<file path="config.mk">
export PLATFORM = sky130hd
export DESIGN_NAME = uart_rx
export DESIGN_NICKNAME = d
export VERILOG_FILES = /design/src/hdl/uart_pkg.sv /design/src/hdl/wb_pkg.sv /design/src/hdl/rx_fifo.sv /design/src/hdl/uart_rx.sv /design/src/hdl/uart_rx_ctl.sv /design/src/hdl/uart_rx_front.sv /design/src/hdl/uart_rx_wb.sv
export SDC_FILE = /design/constraint.sdc
export NUM_CORES = 1
export LEC_CHECK = 0
export BUFFER_PORTS_ARGS = -buffer_cell sky130_fd_sc_hd__buf_4
export CORE_MARGIN = 4
export CORE_UTILIZATION = 23
export DETAILED_ROUTE_END_ITERATION = 7
export PLACE_DENSITY_LB_ADDON = 0.05
export SYNTH_ARGS = -nofsm -noshare
export SYNTH_HDL_FRONTEND = slang
export SYNTH_SLANG_ARGS = --single-unit
</file>
<file path="constraint.sdc">
create_clock -name clk_rx -period 2.3 [get_ports clk_rx]
set_input_delay 0.23 -clock clk_rx [delete_from_list [all_inputs] [get_ports clk_rx]]
set_output_delay 0.23 -clock clk_rx [all_outputs]
set_load 0.02 [all_outputs]
</file>
<file path="src/hdl/uart_pkg.sv">
//****************************************
// uart framing package
// character record, frame indicator encoding
// and the frame timeout for the receiver
//****************************************

package uart_pkg;

  // one received character plus its framing flag
  typedef struct packed {
    logic [7:0] data;     // received byte, lsb first on the line
    logic       frm_err;  // stop bit sampled low
  } rx_char_t;

  // frame indicator, alternates per frame so a scope can separate them
  typedef enum logic [1:0] {
    FRAME_IDLE = 2'b00,
    FRAME_01   = 2'b01,
    FRAME_10   = 2'b10
  } frame_ind_t;

  //****************************************
  // framing constants
  //****************************************

  // oversample enables before the indicator gives up on a frame
  // a full frame is 160 enables, so this sits just under it
  localparam int unsigned FRAME_TIMEOUT = 156;

endpackage

</file>
<file path="src/hdl/wb_pkg.sv">
//****************************************
// wishbone bus package
// classic request/response records and
// the receiver register map
//****************************************

package wb_pkg;

  // master to slave
  typedef struct packed {
    logic       cyc;  // bus cycle in progress
    logic       stb;  // transfer strobe
    logic       we;   // write enable
    logic [1:0] adr;  // register index
    logic [7:0] dat;  // write data
  } wb_req_t;

  // slave to master
  typedef struct packed {
    logic       ack;  // one cycle per transfer
    logic [7:0] dat;  // read data, valid with ack
  } wb_rsp_t;

  // register map
  localparam logic [1:0] REG_DATA   = 2'd0;  // head byte, read pops
  localparam logic [1:0] REG_STATUS = 2'd1;  // flags, write clears
  localparam logic [1:0] REG_ERRCNT = 2'd2;  // framing error count

endpackage

</file>
<file path="src/hdl/rx_fifo.sv">
//****************************************
// synchronous fifo
// circular buffer for any packed payload
//****************************************

`timescale 1ns/1ps

module rx_fifo #(
  parameter type payload_t = logic [7:0],
  parameter int  DEPTH     = 8              // power of two
) (
  input  logic     clk_rx,
  input  logic     rst_clk_rx,
  input  logic     push,
  input  payload_t push_data,
  input  logic     pop,
  output payload_t head,       // oldest entry, valid when not empty
  output logic     empty,
  output logic     full,
  output logic     drop        // push lost because full
);

  localparam int AW = (DEPTH > 1) ? $clog2(DEPTH) : 1;

  payload_t    mem [DEPTH];
  logic [AW:0] wr_ptr;  // msb is the wrap bit
  logic [AW:0] rd_ptr;
  logic        do_push;

  assign empty   = (wr_ptr == rd_ptr);
  assign full    = (wr_ptr[AW] != rd_ptr[AW]) && (wr_ptr[AW-1:0] == rd_ptr[AW-1:0]);
  assign do_push = push && !full;
  assign drop    = push && full;
  assign head    = mem[rd_ptr[AW-1:0]];

  // storage, no reset needed
  always_ff @(posedge clk_rx)
  begin
    if (do_push)
      mem[wr_ptr[AW-1:0]] <= push_data;
  end

  // pointers
  always_ff @(posedge clk_rx)
  begin
    if (rst_clk_rx)
    begin
      wr_ptr <= '0;
      rd_ptr <= '0;
    end
    else
    begin
      if (do_push)
        wr_ptr <= wr_ptr + 1'b1;
      if (pop && !empty)
        rd_ptr <= rd_ptr + 1'b1;
    end
  end

  // the reader only pops what it has seen at the head
  a_no_pop_empty : assert property (@(posedge clk_rx) disable iff (rst_clk_rx)
    pop |-> !empty);

endmodule

</file>
<file path="src/hdl/uart_rx.sv">
//****************************************
// uart receiver top level
// front end, controller, fifo, bus slave
//****************************************

`timescale 1ns/1ps

module uart_rx #(
  parameter int CLOCK_RATE = 50_000_000,
  parameter int BAUD_RATE  = 115_200,
  parameter int FIFO_DEPTH = 8
) (
  input  logic            clk_rx,
  input  logic            rst_clk_rx,
  input  logic            rxd,
  input  wb_pkg::wb_req_t wb_req,
  output wb_pkg::wb_rsp_t wb_rsp
);

  import uart_pkg::*;

  logic       rxd_sync;
  logic       baud_x16_en;
  rx_char_t   char_out;
  logic       char_valid;
  frame_ind_t frame_ind;
  rx_char_t   head;
  logic       empty;
  logic       drop;
  logic       pop;

  uart_rx_front #(
    .CLOCK_RATE (CLOCK_RATE),
    .BAUD_RATE  (BAUD_RATE)
  ) u_front (
    .clk_rx      (clk_rx),
    .rst_clk_rx  (rst_clk_rx),
    .rxd         (rxd),
    .rxd_sync    (rxd_sync),
    .baud_x16_en (baud_x16_en)
  );

  uart_rx_ctl u_ctl (
    .clk_rx      (clk_rx),
    .rst_clk_rx  (rst_clk_rx),
    .baud_x16_en (baud_x16_en),
    .rxd_sync    (rxd_sync),
    .char_out    (char_out),
    .char_valid  (char_valid),
    .frame_ind   (frame_ind)
  );

  rx_fifo #(
    .payload_t (rx_char_t),
    .DEPTH     (FIFO_DEPTH)
  ) u_fifo (
    .clk_rx     (clk_rx),
    .rst_clk_rx (rst_clk_rx),
    .push       (char_valid),  // no back pressure toward the line
    .push_data  (char_out),
    .pop        (pop),
    .head       (head),
    .empty      (empty),
    .full       (),            // drop covers it for the slave
    .drop       (drop)
  );

  uart_rx_wb u_wb (
    .clk_rx       (clk_rx),
    .rst_clk_rx   (rst_clk_rx),
    .wb_req       (wb_req),
    .wb_rsp       (wb_rsp),
    .head         (head),
    .empty        (empty),
    .drop         (drop),
    .pop          (pop),
    .char_valid   (char_valid),
    .char_frm_err (char_out.frm_err),
    .frame_ind    (frame_ind)
  );

endmodule

</file>
<file path="src/hdl/uart_rx_ctl.sv">
//****************************************
// uart receive controller
// start/data/stop fsm, framing check and
// the alternating frame indicator
//****************************************

`timescale 1ns/1ps

module uart_rx_ctl (
  input  logic                 clk_rx,
  input  logic                 rst_clk_rx,
  input  logic                 baud_x16_en,  // 16x oversample enable
  input  logic                 rxd_sync,     // synchronized serial line
  output uart_pkg::rx_char_t   char_out,     // valid with char_valid
  output logic                 char_valid,   // one clock per frame
  output uart_pkg::frame_ind_t frame_ind
);

  import uart_pkg::*;

  typedef enum logic [1:0] {
    IDLE  = 2'b00,
    START = 2'b01,
    DATA  = 2'b10,
    STOP  = 2'b11
  } state_t;

  state_t     state;
  logic [3:0] os_cnt;       // oversample count, 16 per bit
  logic [2:0] bit_cnt;      // data bit being received
  logic       os_done;      // at a sample point
  logic       stop_sample;  // enable on which the stop bit is looked at
  rx_char_t   char_q;       // assembled character

  frame_ind_t frame_last;   // last non idle value, for alternation
  logic [7:0] frame_cnt;    // countdown while a frame is open

  assign os_done     = (os_cnt == 4'd0);
  assign stop_sample = baud_x16_en && (state == STOP) && os_done;

  //****************************************
  // receive state machine
  //****************************************

  always_ff @(posedge clk_rx)
  begin
    if (rst_clk_rx)
    begin
      state <= IDLE;
    end
    else if (baud_x16_en)
    begin
      case (state)
        IDLE:
        begin
          if (!rxd_sync)
            state <= START;  // possible start edge
        end
        START:
        begin
          if (os_done)
            state <= rxd_sync ? IDLE : DATA;  // high again at mid bit is a glitch
        end
        DATA:
        begin
          if (os_done && bit_cnt == 3'd7)
            state <= STOP;
        end
        STOP:
        begin
          if (os_done)
            state <= IDLE;  // half a bit early, leaves slack for clock mismatch
        end
        default: state <= IDLE;
      endcase
    end
  end

  // oversample counter
  // 7 reaches the middle of the start bit, 15 steps a whole bit
  always_ff @(posedge clk_rx)
  begin
    if (rst_clk_rx)
    begin
      os_cnt <= 4'd0;
    end
    else if (baud_x16_en)
    begin
      if (!os_done)
        os_cnt <= os_cnt - 1'b1;
      else if (state == IDLE && !rxd_sync)
        os_cnt <= 4'd7;
      else if ((state == START && !rxd_sync) || state == DATA)
        os_cnt <= 4'd15;
    end
  end

  // bit counter, cleared at start confirm
  always_ff @(posedge clk_rx)
  begin
    if (rst_clk_rx)
    begin
      bit_cnt <= 3'd0;
    end
    else if (baud_x16_en && os_done)
    begin
      if (state == START)
        bit_cnt <= 3'd0;
      else if (state == DATA)
        bit_cnt <= bit_cnt + 1'b1;
    end
  end

  // data capture and stop check
  always_ff @(posedge clk_rx)
  begin
    if (baud_x16_en && os_done && state == DATA)
      char_q.data[bit_cnt] <= rxd_sync;  // lsb first
    if (stop_sample)
      char_q.frm_err <= !rxd_sync;       // stop bit must be high
  end

  always_ff @(posedge clk_rx)
  begin
    if (rst_clk_rx)
      char_valid <= 1'b0;
    else
      char_valid <= stop_sample;  // flag and data go out together
  end

  assign char_out = char_q;

  //****************************************
  // frame indicator
  //****************************************

  always_ff @(posedge clk_rx)
  begin
    if (rst_clk_rx)
    begin
      frame_ind  <= FRAME_IDLE;
      frame_last <= FRAME_10;  // so the first frame shows 01
    end
    else if (baud_x16_en)
    begin
      if (frame_ind == FRAME_IDLE && state == IDLE && !rxd_sync)
      begin
        frame_ind  <= (frame_last == FRAME_01) ? FRAME_10 : FRAME_01;
        frame_last <= (frame_last == FRAME_01) ? FRAME_10 : FRAME_01;
      end
      else if (frame_ind != FRAME_IDLE && frame_cnt == 8'd10 && state == IDLE)
      begin
        frame_ind <= FRAME_IDLE;  // fsm dropped out early, glitch
      end
      else if (frame_ind != FRAME_IDLE && frame_cnt == 8'd0)
      begin
        frame_ind <= FRAME_IDLE;  // timed out
      end
    end
  end

  always_ff @(posedge clk_rx)
  begin
    if (rst_clk_rx)
      frame_cnt <= 8'(FRAME_TIMEOUT);
    else if (baud_x16_en)
    begin
      if (frame_ind == FRAME_IDLE)
        frame_cnt <= 8'(FRAME_TIMEOUT);  // rearm while idle
      else if (frame_cnt != 8'd0)
        frame_cnt <= frame_cnt - 8'd1;
    end
  end

  //****************************************
  // checks
  //****************************************

  a_valid_pulse : assert property (@(posedge clk_rx) disable iff (rst_clk_rx)
    char_valid |=> !char_valid);

  // valid only right after the fsm has left stop
  a_valid_after_stop : assert property (@(posedge clk_rx) disable iff (rst_clk_rx)
    char_valid |-> (state == IDLE) && ($past(state) == STOP));

endmodule

</file>
<file path="src/hdl/uart_rx_front.sv">
//****************************************
// uart receive front end
// rxd synchronizer and 16x baud enable
//****************************************

`timescale 1ns/1ps

module uart_rx_front #(
  parameter int CLOCK_RATE = 50_000_000,
  parameter int BAUD_RATE  = 115_200
) (
  input  logic clk_rx,
  input  logic rst_clk_rx,
  input  logic rxd,          // raw pin, asynchronous
  output logic rxd_sync,     // rxd after two flops
  output logic baud_x16_en   // one cycle pulse at 16x baud
);

  localparam int DIVISOR = CLOCK_RATE / (16 * BAUD_RATE);
  localparam int CNT_W   = (DIVISOR > 1) ? $clog2(DIVISOR) : 1;

  logic             rxd_meta;  // first stage, may go metastable
  logic [CNT_W-1:0] div_cnt;   // counts down to the next enable

  // two stage synchronizer, idle line is high
  always_ff @(posedge clk_rx)
  begin
    if (rst_clk_rx)
    begin
      rxd_meta <= 1'b1;
      rxd_sync <= 1'b1;
    end
    else
    begin
      rxd_meta <= rxd;
      rxd_sync <= rxd_meta;
    end
  end

  // baud divider, enable registered so it is glitch free
  always_ff @(posedge clk_rx)
  begin
    if (rst_clk_rx)
    begin
      div_cnt     <= CNT_W'(DIVISOR - 1);
      baud_x16_en <= 1'b0;
    end
    else
    begin
      baud_x16_en <= (div_cnt == '0);
      if (div_cnt == '0)
        div_cnt <= CNT_W'(DIVISOR - 1);  // reload
      else
        div_cnt <= div_cnt - 1'b1;
    end
  end

  // enable is a single pulse whenever the divisor leaves room for a gap
  a_en_single : assert property (@(posedge clk_rx) disable iff (rst_clk_rx)
    (DIVISOR > 1 && baud_x16_en) |=> !baud_x16_en);

endmodule

</file>
<file path="src/hdl/uart_rx_wb.sv">
//****************************************
// wishbone classic slave for the receiver
// data/status/error count registers
//****************************************

`timescale 1ns/1ps

module uart_rx_wb (
  input  logic                 clk_rx,
  input  logic                 rst_clk_rx,
  input  wb_pkg::wb_req_t      wb_req,
  output wb_pkg::wb_rsp_t      wb_rsp,
  input  uart_pkg::rx_char_t   head,          // fifo head
  input  logic                 empty,
  input  logic                 drop,          // fifo lost a character
  output logic                 pop,
  input  logic                 char_valid,    // straight from the controller
  input  logic                 char_frm_err,
  input  uart_pkg::frame_ind_t frame_ind
);

  import uart_pkg::*;
  import wb_pkg::*;

  logic       req_new;   // request not yet acked
  logic       ack_q;
  logic [7:0] dat_q;
  logic [7:0] rd_dat;
  logic [7:0] status;
  logic       overflow;  // sticky
  logic [7:0] err_cnt;   // saturating
  logic       clr;       // status write

  assign req_new = wb_req.cyc && wb_req.stb && !ack_q;
  assign clr     = req_new && wb_req.we && (wb_req.adr == REG_STATUS);

  assign status = {2'b00,
                   head.frm_err & ~empty,       // bit 5
                   frame_ind,                   // bits 4:3
                   (frame_ind != FRAME_IDLE),   // busy
                   overflow,
                   ~empty};

  // read mux
  always_comb
  begin
    case (wb_req.adr)
      REG_DATA:   rd_dat = empty ? 8'h00 : head.data;
      REG_STATUS: rd_dat = status;
      REG_ERRCNT: rd_dat = err_cnt;
      default:    rd_dat = 8'h00;
    endcase
  end

  //****************************************
  // bus handshake
  //****************************************

  always_ff @(posedge clk_rx)
  begin
    if (rst_clk_rx)
    begin
      ack_q <= 1'b0;
      pop   <= 1'b0;
    end
    else
    begin
      ack_q <= req_new;  // one cycle, then dropped
      // pop decided when the head is sampled, lands on the ack cycle
      pop   <= req_new && !wb_req.we && (wb_req.adr == REG_DATA) && !empty;
    end
  end

  always_ff @(posedge clk_rx)
  begin
    if (req_new)
      dat_q <= wb_req.we ? 8'h00 : rd_dat;
  end

  assign wb_rsp = '{ack: ack_q, dat: dat_q};

  //****************************************
  // error flags
  //****************************************

  always_ff @(posedge clk_rx)
  begin
    if (rst_clk_rx)
    begin
      overflow <= 1'b0;
      err_cnt  <= 8'd0;
    end
    else
    begin
      if (drop)
        overflow <= 1'b1;  // a new loss wins over a clear
      else if (clr)
        overflow <= 1'b0;

      if (clr)
        err_cnt <= 8'd0;
      else if (char_valid && char_frm_err && err_cnt != 8'hff)
        err_cnt <= err_cnt + 8'd1;  // counts dropped ones too
    end
  end

  a_ack_in_cycle : assert property (@(posedge clk_rx) disable iff (rst_clk_rx)
    wb_rsp.ack |-> (wb_req.cyc && wb_req.stb));

endmodule

</file>
==> results.json <==
{
  "hold_violations": 0,
  "start_kind": "flip-flop",
  "grt-ovfl-total": 0,
  "routed_wl_mm": 13.7,
  "die_area_um2": 28700,
  "grt_pass1_vias": 3790,
  "antenna_left": 0,
  "start_util": 0.236,
  "synth_top_family_by_area": "simple AND/OR/NAND/NOR gates",
  "cp.required_ns": 2.46,
  "synth_compound_area_frac": 0.0927,
  "syn_to_final_growth_pct": 21.5,
  "yosys.area_share.xor_xnor": 0.0175,
  "io_pins": 25,
  "dp.cells": 806,
  "drv_cap": 0,
  "antenna_cells": 0,
  "yosysTopAreaCellShare": 0.446,
  "place_congestion": 0.742,
  "wl_per_cell_um": 16.3,
  "synth_nets": 484,
  "num_rows": 58,
  "drive_gt1_frac": 0.208,
  "instances_no_fill": 840,
  "critPathMaxStageDelay_ns": 0.52,
  "end_kind": "flip-flop",
  "ys_seq_area_frac": 0.619,
  "tns_ns": 0,
  "first_pass_iters": 4,
  "cp_data_arrival_time_ns": 2.17,
  "clk_transition_reported_paths_ns": 0.06,
  "final_common_cell": "edfxtp_1",
  "core_area_um2": 25400,
  "synthMuxAreaShare": 0.0929,
  "final.period_utilization": 0.877,
  "dpl.hpwl_mm": 9.37,
  "track_usage": 0.102,
  "ys_ff_latch": 141,
  "ys_top_cells_by_area": "edfxtp_1, dfxtp_1, mux4_2",
  "leakagePower_nw": 2.46,
  "ctsRootBufferMaster": "clkbuf_16",
  "max-vdd-ir-drop_uv": 298,
  "async_flop_share": 0,
  "ys.flop_type": "edfxtp_1",
  "antenna_found_initial": 0,
  "cts_inserted_buffers": 17,
  "rsz0062_at_grt": "false",
  "die_w_um": 169,
  "path_common_cell": "buf_4",
  "synth-warning-count": 0,
  "cp_top_family": "compound AO/OA/AOI/OAI gates",
  "synth_edf_count": 89,
  "cts_tree": "yes",
  "cts_buffer_depth": 2,
  "crit_type": "flip-flop to flip-flop",
  "path_max_fanout": 9,
  "clk_latency_ns": 0.42,
  "finClkSkew_ns": 0.0117,
  "slew_headroom": 0.528,
  "drc": 0,
  "syn_area_per_cell_um2": 13.3,
  "hold_class": "input pin to flip-flop",
  "cp_cell_sequence": "xor2_1, buf_4, o41ai_1, buf_4, o221a_2, nor2_1",
  "syn_area_um2": 6000,
  "yosys.area_share.adder": 0.0334,
  "slew_viol_final": 0,
  "fmax_mhz": 496,
  "yosysUniqueCellTypes": 56,
  "synth_simple_gate_area_frac": 0.117,
  "nets": 529,
  "cp_slowest_cell": "dfxtp_1",
  "most-common-layout-cells": "edfxtp_1, dfxtp_1, nor2_1",
  "drt_iter0_markers": 236,
  "cts.sinks": 141,
  "grt_max_degree": 32,
  "grt_pass1_wl_mm": 22.0,
  "port_buffers": 16,
  "fin_hold_ws_ns": 0.144,
  "tightest_slew_ns": 0.698,
  "min_period_ns": 2.02,
  "htree_levels": 4,
  "avgViaCountPerCell": 4.41,
  "syn_inst": 452,
  "dieHeight_um": 169,
  "crit_buf_inv": 2,
  "vias": 3706,
  "setup_viol": 0,
  "synth_top_area_cell": "edfxtp_1",
  "status": "completed",
  "power_density_nw_per_um2": 753
}
kinds of logic (layout without fill, tap and decap cells):
group	after synthesis	after routing
AO/OA/AOI/OAI	78	78
adder cells (fa/ha/maj)	16	16
XOR/XNOR	12	12
AND/OR/NAND/NOR	134	134
buffers and inverters	38	96
flip-flops	141	141
multiplexers	33	33
synth_stat cells (all sizes together) (2+ instances only):
library cell / n
or2: 6
and4: 2
a31oi: 5
dfxtp: 52
inv: 22
a21oi: 24
or4: 3
clkbuf: 8
nor2: 38
nand2b: 7
o41ai: 5
nor4: 5
or3: 7
nand2: 20
mux2i: 14
and3: 4
a311oi: 2
xor2: 7
and2: 4
or3b: 4
a2bb2oi: 2
o21a: 5
xnor2: 5
ha: 16
nor3: 10
o31ai: 6
buf: 8
a211oi: 2
nand3: 11
edfxtp: 89
o21ai: 14
mux4: 18
a22oi: 4
nand3b: 2
nor2b: 6
nand4: 2
tightest hold or removal path: cells and delay by family:
| family | cells | cell delay, ns |
|---|---|---|
| buffers and inverters | 1 | 0.11 |
| AND/OR/NAND/NOR | 2 | 0.17 |
area by class of cell:
class / count / area, um^2
fill: 2613 / 18100
sequential: 141 / 3710
multi-input combinational: 273 / 2130
clock buffer: 17 / 425
tap: 330 / 413
timing repair buffer: 42 / 370
clock inverter: 15 / 154
inverter: 22 / 82.6
where the power goes:
group / internal, mW / total, mW / switching (mW)
Combinational: 0.0369 / 0.0938 / 0.0569
Sequential: 2.68 / 2.69 / 0.0114
Clock: 1.53 / 2.70 / 1.17
worst paths after layout:
check | startpoint | endpoint | slack, ns | depth (start not counted)
worst max-delay path | u_fifo.wr_ptr[2] | u_wb.dat_q[5] | 0.28 | 6
worst min register to register | u_front.rxd_meta | u_front.rxd_sync | 0.42 | 1
worst min-delay path | wb_req[11] | u_wb.ack_q | 0.14 | 3
worst max register to register | u_fifo.wr_ptr[2] | u_wb.dat_q[5] | 0.28 | 6
repair_timing:
item	4_1_cts	5_1_grt
hold endpoints to repair	2	0
setup buffers	0	0
hold buffers	2	0
resized for setup	0	0
per-layer routing:
metal  share of wire  track usage  vias up
li1                -            -     1805
met1            0.48        0.136     1840
met2            0.48        0.163       49
met3           0.029       0.0233       12
met4           0.014       0.0347        0
met5               0            0        -
sequential cells by signal (all words and copies together) (netlist names), named ones only:
signal               cells
u_ctl.bit_cnt            3
u_ctl.char_out           9
u_ctl.char_valid         1
u_ctl.frame_cnt          8
u_ctl.frame_ind          2
u_ctl.frame_last         2
u_ctl.os_cnt             4
u_ctl.state              1
u_fifo.mem              72
u_fifo.rd_ptr            4
u_fifo.wr_ptr            4
u_front.baud_x16_en      1
u_front.div_cnt          5
u_front.rxd_meta         1
u_front.rxd_sync         1
u_wb.ack_q               1
u_wb.dat_q               8
u_wb.err_cnt             8
u_wb.overflow            1
u_wb.pop                 1
stage by stage:
stage,instance area [um^2],power [mW],utilization,setup WS [ns]
final,7290,5.49,0.287,0.284
after global routing,7290,5.71,0.287,0.146
after CTS,7290,5.57,0.287,0.305
after detailed placement,6690,2.84,0.263,0.316
after global placement,6690,2.84,0.263,0.302
after floorplan,6010,2.80,-,0.0423
No activity file was read; power rests on OpenSTA's default activity.
